### config.mk
export PLATFORM = sky130hd
export DESIGN_NAME = crossbarCore
export DESIGN_NICKNAME = d
export VERILOG_FILES = /design/src/hdl/crossbarPkg.sv /design/src/hdl/coreController.sv /design/src/hdl/crossbarCore.sv /design/src/hdl/inSpikeBuf.sv /design/src/hdl/learnUnit.sv /design/src/hdl/recallUnit.sv /design/src/hdl/synapseWeightMem.sv
export SDC_FILE = /design/constraint.sdc
export NUM_CORES = 2
export LEC_CHECK = 0
export ABC_AREA = 1
export BUFFER_PORTS_ARGS = -buffer_cell sky130_fd_sc_hd__buf_4
export CORE_UTILIZATION = 30
export CTS_BUF_LIST = sky130_fd_sc_hd__clkbuf_8 sky130_fd_sc_hd__clkbuf_16
export DETAILED_ROUTE_END_ITERATION = 10
export HOLD_SLACK_MARGIN = 0.05
export SLEW_MARGIN = 25
export SYNTH_ARGS = -nofsm -noshare
export SYNTH_HDL_FRONTEND = slang
export SYNTH_SLANG_ARGS = --single-unit
export TNS_END_PERCENT = 50
### constraint.sdc
create_clock -name clk_i -period 5.9 [get_ports clk_i]
set_clock_uncertainty 0.15 [all_clocks]
set_input_delay 1.18 -clock clk_i [delete_from_list [all_inputs] [get_ports clk_i]]
set_output_delay 1.18 -clock clk_i [all_outputs]
set_load 0.01 [all_outputs]
### src/hdl/crossbarPkg.sv
/*
 * Crossbar core shared definitions
 * Array sizes, vector types, the firing threshold, the weight limit
 * and the phase states of the core controller.
 */
`default_nettype none

package crossbarPkg;

	// ------------------------------------------------------------------------
	// Array sizes
	// ------------------------------------------------------------------------
	localparam int NUM_AXONS = 16;
	localparam int NUM_NEURONS = 4;
	localparam int NUM_SYN = NUM_AXONS * NUM_NEURONS;

	// Field widths
	localparam int AXON_W = $clog2(NUM_AXONS);
	localparam int NEURON_W = $clog2(NUM_NEURONS);
	localparam int SYN_W = NEURON_W + AXON_W;
	localparam int WEIGHT_W = 8;
	// Wide enough for 16 x 255
	localparam int POT_W = 12;

	typedef logic [AXON_W-1:0] axonAddrT;
	typedef logic [NEURON_W-1:0] neuronAddrT;
	// Neuron index in the upper bits, axon index below
	typedef logic [SYN_W-1:0] synAddrT;
	typedef logic [WEIGHT_W-1:0] weightT;
	typedef logic [POT_W-1:0] potentialT;
	typedef logic [NUM_NEURONS-1:0] spikeVecT;

	// Saturation ceiling and firing level
	localparam weightT WEIGHT_MAX = 8'd255;
	localparam potentialT THRESHOLD = 12'd200;

	// Controller phases
	typedef enum logic [2:0] {
		IDLE,
		RECALL,
		RECALL_WAIT,
		LEARN,
		LEARN_WAIT
	} ctrlStateT;

endpackage

`default_nettype wire

### src/hdl/coreController.sv
/*
 * Core controller
 * Sequences recall sweep, pattern save and learn sweep,
 * one synapse per cycle, and reports busy and done to the host.
 */
`timescale 1ns/1ps
`default_nettype none

module coreController (
	input  wire                     clk_i,
	input  wire                     rst_n_i,
	input  wire                     start_i,
	input  wire                     fireValid_i,
	input  wire                     lrnDone_i,
	input  wire                     spikeWrEn_i,
	// Recall sweep
	output logic                    rclRdEn_o,
	output crossbarPkg::axonAddrT   rclAxon_o,
	output crossbarPkg::neuronAddrT rclNeuron_o,
	output logic                    rclLast_o,
	output logic                    saveRclSpikes_o,
	// Learn sweep
	output logic                    lrnRdEn_o,
	output crossbarPkg::axonAddrT   lrnAxon_o,
	output crossbarPkg::neuronAddrT lrnNeuron_o,
	output logic                    busy_o,
	output logic                    done_o
);

	crossbarPkg::ctrlStateT state;
	// Synapse counter shared by both sweeps
	crossbarPkg::synAddrT cnt;

	// ------------------------------------------------------------------------
	// Phase FSM
	// ------------------------------------------------------------------------
	always_ff @(posedge clk_i or negedge rst_n_i) begin
		if (!rst_n_i) begin
			state <= crossbarPkg::IDLE;
			cnt <= '0;
			done_o <= 1'b0;
		end else begin
			done_o <= 1'b0;
			case (state)
				crossbarPkg::IDLE: begin
					if (start_i) begin
						state <= crossbarPkg::RECALL;
						cnt <= '0;
					end
				end
				crossbarPkg::RECALL: begin
					cnt <= cnt + crossbarPkg::synAddrT'(1);
					if (cnt == '1) begin
						state <= crossbarPkg::RECALL_WAIT;
					end
				end
				crossbarPkg::RECALL_WAIT: begin
					// Save goes out this cycle
					if (fireValid_i) begin
						state <= crossbarPkg::LEARN;
						cnt <= '0;
					end
				end
				crossbarPkg::LEARN: begin
					cnt <= cnt + crossbarPkg::synAddrT'(1);
					if (cnt == '1) begin
						state <= crossbarPkg::LEARN_WAIT;
					end
				end
				crossbarPkg::LEARN_WAIT: begin
					if (lrnDone_i) begin
						state <= crossbarPkg::IDLE;
						done_o <= 1'b1;
					end
				end
				default: begin
					state <= crossbarPkg::IDLE;
				end
			endcase
		end
	end

	// ------------------------------------------------------------------------
	// Sweep outputs
	// ------------------------------------------------------------------------
	// Neuron in the upper counter bits, so axons run fastest
	assign rclRdEn_o = (state == crossbarPkg::RECALL);
	assign rclNeuron_o = cnt[crossbarPkg::SYN_W-1:crossbarPkg::AXON_W];
	assign rclAxon_o = cnt[crossbarPkg::AXON_W-1:0];
	assign rclLast_o = rclRdEn_o && (rclAxon_o == '1);
	assign saveRclSpikes_o = (state == crossbarPkg::RECALL_WAIT) && fireValid_i;

	assign lrnRdEn_o = (state == crossbarPkg::LEARN);
	assign lrnNeuron_o = cnt[crossbarPkg::SYN_W-1:crossbarPkg::AXON_W];
	assign lrnAxon_o = cnt[crossbarPkg::AXON_W-1:0];
	assign busy_o = (state != crossbarPkg::IDLE);

	// Host pattern writes must stay out of the recall phase
	assert property (@(posedge clk_i) disable iff (!rst_n_i)
		spikeWrEn_i |-> (state != crossbarPkg::RECALL && state != crossbarPkg::RECALL_WAIT))
		else $error("spike write during recall");

endmodule

`default_nettype wire

### src/hdl/crossbarCore.sv
/*
 * Crossbar core top level
 * Spike buffer, weight memory, recall and learn units
 * and the phase controller of one crossbar core.
 */
`timescale 1ns/1ps
`default_nettype none

module crossbarCore (
	input  wire                   clk_i,
	input  wire                   rst_n_i,
	input  wire                   start_i,
	input  wire                   spikeWrEn_i,
	input  crossbarPkg::axonAddrT spikeAddr_i,
	input  wire                   spikeData_i,
	input  wire                   wtWrEn_i,
	input  wire                   wtRdEn_i,
	input  crossbarPkg::synAddrT  wtAddr_i,
	input  crossbarPkg::weightT   wtData_i,
	output crossbarPkg::weightT   wtRdData_o,
	output crossbarPkg::spikeVecT outSpikes_o,
	output logic                  busy_o,
	output logic                  done_o
);

	// ------------------------------------------------------------------------
	// Internal nets
	// ------------------------------------------------------------------------
	logic rclRdEn;
	logic rclLast;
	crossbarPkg::axonAddrT rclAxon;
	crossbarPkg::neuronAddrT rclNeuron;
	logic lrnRdEn;
	crossbarPkg::axonAddrT lrnAxon;
	crossbarPkg::neuronAddrT lrnNeuron;
	logic saveRclSpikes;
	logic rclSpike;
	logic lrnSpike;
	crossbarPkg::weightT rclWeight;
	crossbarPkg::weightT lrnWeight;
	logic fireValid;
	logic lrnWrEn;
	crossbarPkg::synAddrT lrnWrAddr;
	crossbarPkg::weightT lrnWrData;
	logic lrnDone;

	coreController i_ctrl (
		.clk_i(clk_i),
		.rst_n_i(rst_n_i),
		.start_i(start_i),
		.fireValid_i(fireValid),
		.lrnDone_i(lrnDone),
		.spikeWrEn_i(spikeWrEn_i),
		.rclRdEn_o(rclRdEn),
		.rclAxon_o(rclAxon),
		.rclNeuron_o(rclNeuron),
		.rclLast_o(rclLast),
		.saveRclSpikes_o(saveRclSpikes),
		.lrnRdEn_o(lrnRdEn),
		.lrnAxon_o(lrnAxon),
		.lrnNeuron_o(lrnNeuron),
		.busy_o(busy_o),
		.done_o(done_o)
	);

	inSpikeBuf i_spikeBuf (
		.clk_i(clk_i),
		.rst_n_i(rst_n_i),
		.spikeWrEn_i(spikeWrEn_i),
		.spikeAddr_i(spikeAddr_i),
		.spikeData_i(spikeData_i),
		.rclRdEn_i(rclRdEn),
		.rclAxonAddr_i(rclAxon),
		.saveRclSpikes_i(saveRclSpikes),
		.lrnRdEn_i(lrnRdEn),
		.lrnAxonAddr_i(lrnAxon),
		.rclSpike_o(rclSpike),
		.lrnSpike_o(lrnSpike)
	);

	// Synapse address is neuron then axon
	synapseWeightMem i_weights (
		.clk_i(clk_i),
		.rst_n_i(rst_n_i),
		.rclRdEn_i(rclRdEn),
		.rclAddr_i({rclNeuron, rclAxon}),
		.rclWeight_o(rclWeight),
		.lrnRdEn_i(lrnRdEn),
		.lrnRdAddr_i({lrnNeuron, lrnAxon}),
		.lrnWeight_o(lrnWeight),
		.lrnWrEn_i(lrnWrEn),
		.lrnWrAddr_i(lrnWrAddr),
		.lrnWrData_i(lrnWrData),
		.hostWrEn_i(wtWrEn_i),
		.hostRdEn_i(wtRdEn_i),
		.hostAddr_i(wtAddr_i),
		.hostWrData_i(wtData_i),
		.hostRdData_o(wtRdData_o)
	);

	// Fire vector feeds learning and the host
	recallUnit i_recall (
		.clk_i(clk_i),
		.rst_n_i(rst_n_i),
		.rdEn_i(rclRdEn),
		.last_i(rclLast),
		.neuron_i(rclNeuron),
		.spike_i(rclSpike),
		.weight_i(rclWeight),
		.fireVec_o(outSpikes_o),
		.fireValid_o(fireValid)
	);

	learnUnit i_learn (
		.clk_i(clk_i),
		.rst_n_i(rst_n_i),
		.rdEn_i(lrnRdEn),
		.neuron_i(lrnNeuron),
		.axon_i(lrnAxon),
		.fireVec_i(outSpikes_o),
		.spike_i(lrnSpike),
		.weight_i(lrnWeight),
		.wrEn_o(lrnWrEn),
		.wrAddr_o(lrnWrAddr),
		.wrData_o(lrnWrData),
		.done_o(lrnDone)
	);

endmodule

`default_nettype wire

### src/hdl/inSpikeBuf.sv
/*
 * Input spike buffer
 * Recall copy written by the host, learn copy loaded in one cycle
 * from the recall copy, each with its own registered read port.
 */
`timescale 1ns/1ps
`default_nettype none

module inSpikeBuf (
	input  wire                   clk_i,
	input  wire                   rst_n_i,
	input  wire                   spikeWrEn_i,
	input  crossbarPkg::axonAddrT spikeAddr_i,
	input  wire                   spikeData_i,
	input  wire                   rclRdEn_i,
	input  crossbarPkg::axonAddrT rclAxonAddr_i,
	input  wire                   saveRclSpikes_i,
	input  wire                   lrnRdEn_i,
	input  crossbarPkg::axonAddrT lrnAxonAddr_i,
	output logic                  rclSpike_o,
	output logic                  lrnSpike_o
);

	// One bit per axon
	logic [crossbarPkg::NUM_AXONS-1:0] rclBuf;
	logic [crossbarPkg::NUM_AXONS-1:0] lrnBuf;

	// ------------------------------------------------------------------------
	// Buffers and read ports
	// ------------------------------------------------------------------------
	always_ff @(posedge clk_i or negedge rst_n_i) begin
		if (!rst_n_i) begin
			rclBuf <= '0;
			lrnBuf <= '0;
			rclSpike_o <= 1'b0;
			lrnSpike_o <= 1'b0;
		end else begin
			// Host load of the next pattern
			if (spikeWrEn_i) begin
				rclBuf[spikeAddr_i] <= spikeData_i;
			end
			// Freeze recall pattern for the learn sweep
			if (saveRclSpikes_i) begin
				lrnBuf <= rclBuf;
			end
			// Outputs hold when not read
			if (rclRdEn_i) begin
				rclSpike_o <= rclBuf[rclAxonAddr_i];
			end
			if (lrnRdEn_i) begin
				lrnSpike_o <= lrnBuf[lrnAxonAddr_i];
			end
		end
	end

	// Host may not load while the pattern is being saved
	assert property (@(posedge clk_i) disable iff (!rst_n_i)
		!(spikeWrEn_i && saveRclSpikes_i))
		else $error("spike write during pattern save");

endmodule

`default_nettype wire

### src/hdl/learnUnit.sv
/*
 * Learn unit
 * Two-stage read-modify-write pipeline. Weights of fired neurons
 * step toward the saved pattern, saturating at both ends.
 */
`timescale 1ns/1ps
`default_nettype none

module learnUnit (
	input  wire                     clk_i,
	input  wire                     rst_n_i,
	input  wire                     rdEn_i,
	input  crossbarPkg::neuronAddrT neuron_i,
	input  crossbarPkg::axonAddrT   axon_i,
	input  crossbarPkg::spikeVecT   fireVec_i,
	input  wire                     spike_i,
	input  crossbarPkg::weightT     weight_i,
	output logic                    wrEn_o,
	output crossbarPkg::synAddrT    wrAddr_o,
	output crossbarPkg::weightT     wrData_o,
	output logic                    done_o
);

	// Stage 1 lined up with spike and weight
	logic valid1;
	crossbarPkg::neuronAddrT neuron1;
	crossbarPkg::axonAddrT axon1;
	// Stage 2 end-of-sweep marker
	logic last2;

	crossbarPkg::weightT newWeight;

	// Saturating step toward the pattern
	always_comb begin
		if (spike_i) begin
			newWeight = (weight_i == crossbarPkg::WEIGHT_MAX) ? weight_i : weight_i + 8'd1;
		end else begin
			newWeight = (weight_i == '0) ? weight_i : weight_i - 8'd1;
		end
	end

	// ------------------------------------------------------------------------
	// Pipeline control
	// ------------------------------------------------------------------------
	always_ff @(posedge clk_i or negedge rst_n_i) begin
		if (!rst_n_i) begin
			valid1 <= 1'b0;
			neuron1 <= '0;
			axon1 <= '0;
			wrEn_o <= 1'b0;
			last2 <= 1'b0;
			done_o <= 1'b0;
		end else begin
			valid1 <= rdEn_i;
			neuron1 <= neuron_i;
			axon1 <= axon_i;
			// Silent neurons keep their weights
			wrEn_o <= valid1 && fireVec_i[neuron1];
			// Last synapse is neuron 3, axon 15
			last2 <= valid1 && (neuron1 == '1) && (axon1 == '1);
			done_o <= last2;
		end
	end

	// Write payload
	always_ff @(posedge clk_i) begin
		wrAddr_o <= {neuron1, axon1};
		wrData_o <= newWeight;
	end

endmodule

`default_nettype wire

### src/hdl/recallUnit.sv
/*
 * Recall unit
 * Sums the weights of active axons per neuron and compares
 * each sum with the firing threshold.
 */
`timescale 1ns/1ps
`default_nettype none

module recallUnit (
	input  wire                     clk_i,
	input  wire                     rst_n_i,
	input  wire                     rdEn_i,
	input  wire                     last_i,
	input  crossbarPkg::neuronAddrT neuron_i,
	input  wire                     spike_i,
	input  crossbarPkg::weightT     weight_i,
	output crossbarPkg::spikeVecT   fireVec_o,
	output logic                    fireValid_o
);

	// Read strobe delayed to meet the returned data
	logic rdQ;
	logic lastQ;
	crossbarPkg::neuronAddrT neuronQ;

	crossbarPkg::potentialT potential;
	crossbarPkg::potentialT sum;
	// Fire bits gathered over the sweep
	crossbarPkg::spikeVecT fireAcc;
	crossbarPkg::spikeVecT nextVec;

	// Running sum and fire decision
	always_comb begin
		sum = potential + (spike_i ? crossbarPkg::potentialT'(weight_i) : '0);
		nextVec = fireAcc;
		nextVec[neuronQ] = (sum >= crossbarPkg::THRESHOLD);
	end

	// ------------------------------------------------------------------------
	// Accumulate and decide
	// ------------------------------------------------------------------------
	always_ff @(posedge clk_i or negedge rst_n_i) begin
		if (!rst_n_i) begin
			rdQ <= 1'b0;
			lastQ <= 1'b0;
			neuronQ <= '0;
			potential <= '0;
			fireAcc <= '0;
			fireVec_o <= '0;
			fireValid_o <= 1'b0;
		end else begin
			rdQ <= rdEn_i;
			lastQ <= last_i;
			neuronQ <= neuron_i;
			fireValid_o <= 1'b0;
			if (rdQ) begin
				if (lastQ) begin
					// End of this neuron's row
					potential <= '0;
					fireAcc <= nextVec;
					if (neuronQ == crossbarPkg::neuronAddrT'(crossbarPkg::NUM_NEURONS - 1)) begin
						fireVec_o <= nextVec;
						fireValid_o <= 1'b1;
					end
				end else begin
					potential <= sum;
				end
			end
		end
	end

endmodule

`default_nettype wire

### src/hdl/synapseWeightMem.sv
/*
 * Synapse weight memory
 * 64 weights in a register array, registered reads for recall,
 * learn and host, writes from the learn unit or the host.
 */
`timescale 1ns/1ps
`default_nettype none

module synapseWeightMem (
	input  wire                  clk_i,
	input  wire                  rst_n_i,
	// Recall read
	input  wire                  rclRdEn_i,
	input  crossbarPkg::synAddrT rclAddr_i,
	output crossbarPkg::weightT  rclWeight_o,
	// Learn read
	input  wire                  lrnRdEn_i,
	input  crossbarPkg::synAddrT lrnRdAddr_i,
	output crossbarPkg::weightT  lrnWeight_o,
	// Learn write-back
	input  wire                  lrnWrEn_i,
	input  crossbarPkg::synAddrT lrnWrAddr_i,
	input  crossbarPkg::weightT  lrnWrData_i,
	// Host access
	input  wire                  hostWrEn_i,
	input  wire                  hostRdEn_i,
	input  crossbarPkg::synAddrT hostAddr_i,
	input  crossbarPkg::weightT  hostWrData_i,
	output crossbarPkg::weightT  hostRdData_o
);

	crossbarPkg::weightT weights [crossbarPkg::NUM_SYN];

	// ------------------------------------------------------------------------
	// Array and write ports
	// ------------------------------------------------------------------------
	always_ff @(posedge clk_i or negedge rst_n_i) begin
		if (!rst_n_i) begin
			for (int i = 0; i < crossbarPkg::NUM_SYN; i++) begin
				weights[i] <= '0;
			end
		end else if (lrnWrEn_i) begin
			weights[lrnWrAddr_i] <= lrnWrData_i;
		end else if (hostWrEn_i) begin
			// Host writes only while the core is idle
			weights[hostAddr_i] <= hostWrData_i;
		end
	end

	// ------------------------------------------------------------------------
	// Registered read ports
	// ------------------------------------------------------------------------
	always_ff @(posedge clk_i or negedge rst_n_i) begin
		if (!rst_n_i) begin
			rclWeight_o <= '0;
			lrnWeight_o <= '0;
			hostRdData_o <= '0;
		end else begin
			if (rclRdEn_i) begin
				rclWeight_o <= weights[rclAddr_i];
			end
			if (lrnRdEn_i) begin
				lrnWeight_o <= weights[lrnRdAddr_i];
			end
			// Data one cycle after the strobe
			if (hostRdEn_i) begin
				hostRdData_o <= weights[hostAddr_i];
			end
		end
	end

	// Host write only legal while no learn sweep runs
	assert property (@(posedge clk_i) disable iff (!rst_n_i)
		!(lrnWrEn_i && hostWrEn_i))
		else $error("learn and host weight writes collide");

endmodule

`default_nettype wire

==> flow_metrics.py <==
metrics = {
    "drt": {
        "drt_drc_violations_left": 0,
        "postRouteAntennaNets": 0,
        "wirelength_um": 182000,
        "viasPerCell": 5.91,
        "first_pass_iters": 10,
        "drt_iter0_drc": 6688,
        "wire_per_inst_um": 25.4,
        "dr_total_vias": 42300,
    },
    "synth": {
        "synth_edf_count": 0,
        "synthFlopType": "dfrtp_1",
        "synth_area_per_cell_sq_um": 7.03,
        "synth.distinct_cells": 48,
        "async_flop_share_pct": 97.8,
        "syn-num-nets": 5566,
        "yosys_warnings": 0,
        "yosysSeqAreaShare_pct": 40.1,
        "synth_area_sq_um": 38900,
        "synth_seq_cells": 626,
        "syn_inst": 5528,
    },
    "critical_path": {
        "path_max_fanout": 52,
        "cp.depth": 10,
        "arrival_ns": 4.37,
        "cp_cell_sequence": "buf_4 > inv_4 > nand3_4 > buf_4 > nor2_1 > nand2_1 > nand2_1 > inv_1 > a221oi_1 > a21oi_1",
        "worstPathRequired_ns": 6.29,
        "critical_path.max_stage_delay_ns": 0.73,
        "endpoint_kind": "flip-flop",
        "path_class": "in2reg",
        "cp_top_family": "buffers and inverters",
        "crit_buf_inv": 4,
        "cp_slowest_cell": "nand3_4",
        "r2r_cells": 9,
        "startpoint_type": "input port",
    },
    "die": {
        "dieArea_sq_um": 131000,
        "ios": 39,
        "die_h_um": 362,
        "chipWidth_um": 362,
        "num_rows": 131,
        "initial_utilization_pct": 30.4,
        "core_area_sq_um": 128000,
    },
    "sta": {
        "setup_violations": 0,
        "fmax_mhz": 251,
        "finalCriticalPeriod_ns": 3.98,
        "hold_violations": 0,
        "rsz0062_at_grt": "no",
        "finalCritPeriodShare_pct": 67.5,
        "maxSlewViolCount": 0,
        "worstMarginPinSlew_ns": 1.20,
        "final.setup.tns_ns": 0,
        "slew_headroom_pct": 19.9,
    },
    "clock_tree": {
        "path_clk_slew_ns": 0.06,
        "cts_tree": "yes",
        "ctsHoldBuffers": 0,
        "cts_buffers": 75,
        "cts_root_buf": "clkbuf_16",
        "cts_setup_buffers": 0,
        "clockBufferDepth": 3,
        "cts_resized": 0,
        "clk-insertion-delay-late_ns": 0.67,
        "htree_num_levels": 3,
        "cts_num_sinks": 626,
    },
    "finish": {
        "drive_above_1_share_pct": 7.08,
        "final_cell_mix": "nand2_1, o21ai_0, inv_1",
        "layout.nets": 5402,
        "syn2layout_area_growth_pct": 11.3,
        "fill_cells": 13643,
        "final_common_cell": "nand2_1",
        "finalNonFillerCells": 7160,
    },
    "place": {
        "hpwl_um": 114000,
        "portBuffers": 38,
        "gp_congestion": 1.03,
        "dp_cells": 7015,
    },
    "min_path": {
        "hold_path_depth": 0,
        "worst_hold_path_type": "reg2reg",
    },
    "global_route": {
        "grt_max_degree": 174,
        "grt_pass1_wl_um": 266000,
        "overflow": 0,
        "grt_pass1_vias": 39062,
        "antenna_found_initial": 8,
        "globalRouteTotalUtil_pct": 27.1,
    },
    "pwr": {
        "vdd_drop_max_mv": 0.271,
        "leakage_nw": 18.4,
        "p_int_w": 0.00988,
        "power_density_nw_per_um2": 411,
        "p_sw_share_pct": 44.5,
        "power_frac_comb_pct": 38.8,
        "power_frac_clock_pct": 27.9,
        "power_frac_seq_pct": 33.4,
        "p_sw_w": 0.00791,
    },
    "job": {
        "drv_cap": 0,
    },
    "run_status": {
        "status": "complete, no violations",
    },
}
[synth_stat cells (14+ instances only)]
library cell / instances / area [sq um]
dfxtp_1: 14 / 280
buf_1: 40 / 150
a21oi_1: 264 / 1320
o22ai_1: 543 / 3400
o22ai_2: 43 / 538
a221oi_1: 51 / 447
dfrtp_1: 612 / 15300
inv_2: 30 / 113
nand2_1: 1275 / 4790
clkbuf_1: 180 / 676
a31oi_1: 50 / 313
nand3_1: 249 / 1250
nor2_1: 355 / 1330
o21ai_0: 757 / 3790
o2111ai_1: 37 / 324
nand4_1: 57 / 357
clkinv_1: 61 / 229
inv_1: 637 / 2390
nor3_1: 16 / 80.1
buf_2: 132 / 661
[cells by family after synthesis]
family,Yosys count,share of synthesized area (%)
simple gates,1995,20.9
fa+ha+maj,13,0.438
flops,626,40.1
compound gates,1790,27.0
xor+xnor,8,0.180
buf+inv,1087,11.0
mux,9,0.261
[worst reg2reg max path: stages (launching register included)]
cell	delay, ns
dfrtp_4	0.86
buf_12	0.55
buf_4	0.87
a21oi_1	0.17
o21ai_0	0.44
nand3_1	0.29
nand3_1	0.18
nand3_1	0.16
nand3_1	0.13
nand2_1	0.06
[registers in the layout, indices dropped and copies added, names as in the netlist, 4 cells and up]
name / cells
i_weights.weights: 512
i_weights.hostRdData_o: 8
i_learn.wrData_o: 8
i_learn.wrAddr_o: 6
i_learn.axon1: 4
i_recall.fireVec_o: 4
i_weights.rclWeight_o: 8
i_spikeBuf.rclBuf: 16
i_ctrl.cnt: 6
i_weights.lrnWeight_o: 8
i_recall.potential: 12
i_spikeBuf.lrnBuf: 16
[per-layer routing]
layer / vias to the layer above / track usage, % / wire (um) / share of wire (%)
met2: 3142 / 37.9 / 72300 / 40
met4: 14 / 19.9 / 15600 / 8.6
li1: 18460 / - / - / -
met3: 889 / 8.77 / 25500 / 14
met5: - / 0.185 / 113 / 0.062
met1: 19795 / 34.7 / 68600 / 38
[power groups by stage]
stage          sequential, W  combinational (W)  clock, W
2_1_floorplan        0.00561            0.00412         0
6_report             0.00594            0.00690   0.00496
3_3_place_gp         0.00597            0.00645         0
3_5_place_dp         0.00597            0.00649         0
4_1_cts              0.00591            0.00652   0.00499
5_1_grt              0.00603            0.00728   0.00515
[stage by stage]
stage / utilization, % / cell area, sq um / power, W / setup slack (ns) / hold WS, ns
after detailed placement: 31.7 / 40600 / 0.0125 / 1.37 / 0.190
after global placement: 31.7 / 40600 / 0.0124 / 1.43 / 0.184
after floorplan: - / 38900 / 0.00973 / 3.10 / 0.181
after global routing: 33.8 / 43200 / 0.0185 / 1.80 / 0.218
after CTS: 33.7 / 43200 / 0.0174 / 2.05 / 0.204
final: 33.8 / 43300 / 0.0178 / 1.92 / 0.202
[path summary, 6_finish.rpt]
check | startpoint | to | slack, ns
max in group asynchronous | rst_n_i | i_weights.weights[439] | 3.91
min in group asynchronous | rst_n_i | i_recall.potential[11] | 0.33
worst max register to register | i_ctrl.cnt[0] | i_weights.lrnWeight_o[0] | 1.94
worst min register to register | i_learn.last2 | i_learn.done_o | 0.20
worst min-delay path | i_learn.last2 | i_learn.done_o | 0.20
worst max-delay path | wtAddr_i[1] | i_weights.weights[240] | 1.92
[cell type report]
cell class | instances | area, sq um | share of cell area, %
antenna | 7 | 17.5 | 0.0405
clock buffer | 97 | 2210 | 5.12
clock inverter | 40 | 378 | 0.874
inverter | 729 | 2750 | 6.36
multi-input combinational | 3815 | 19100 | 44.0
sequential | 626 | 15600 | 36.1
tap | 1729 | 2160 | 5.00
timing repair buffer | 117 | 1070 | 2.48
(Power assumes the default switching activity.)
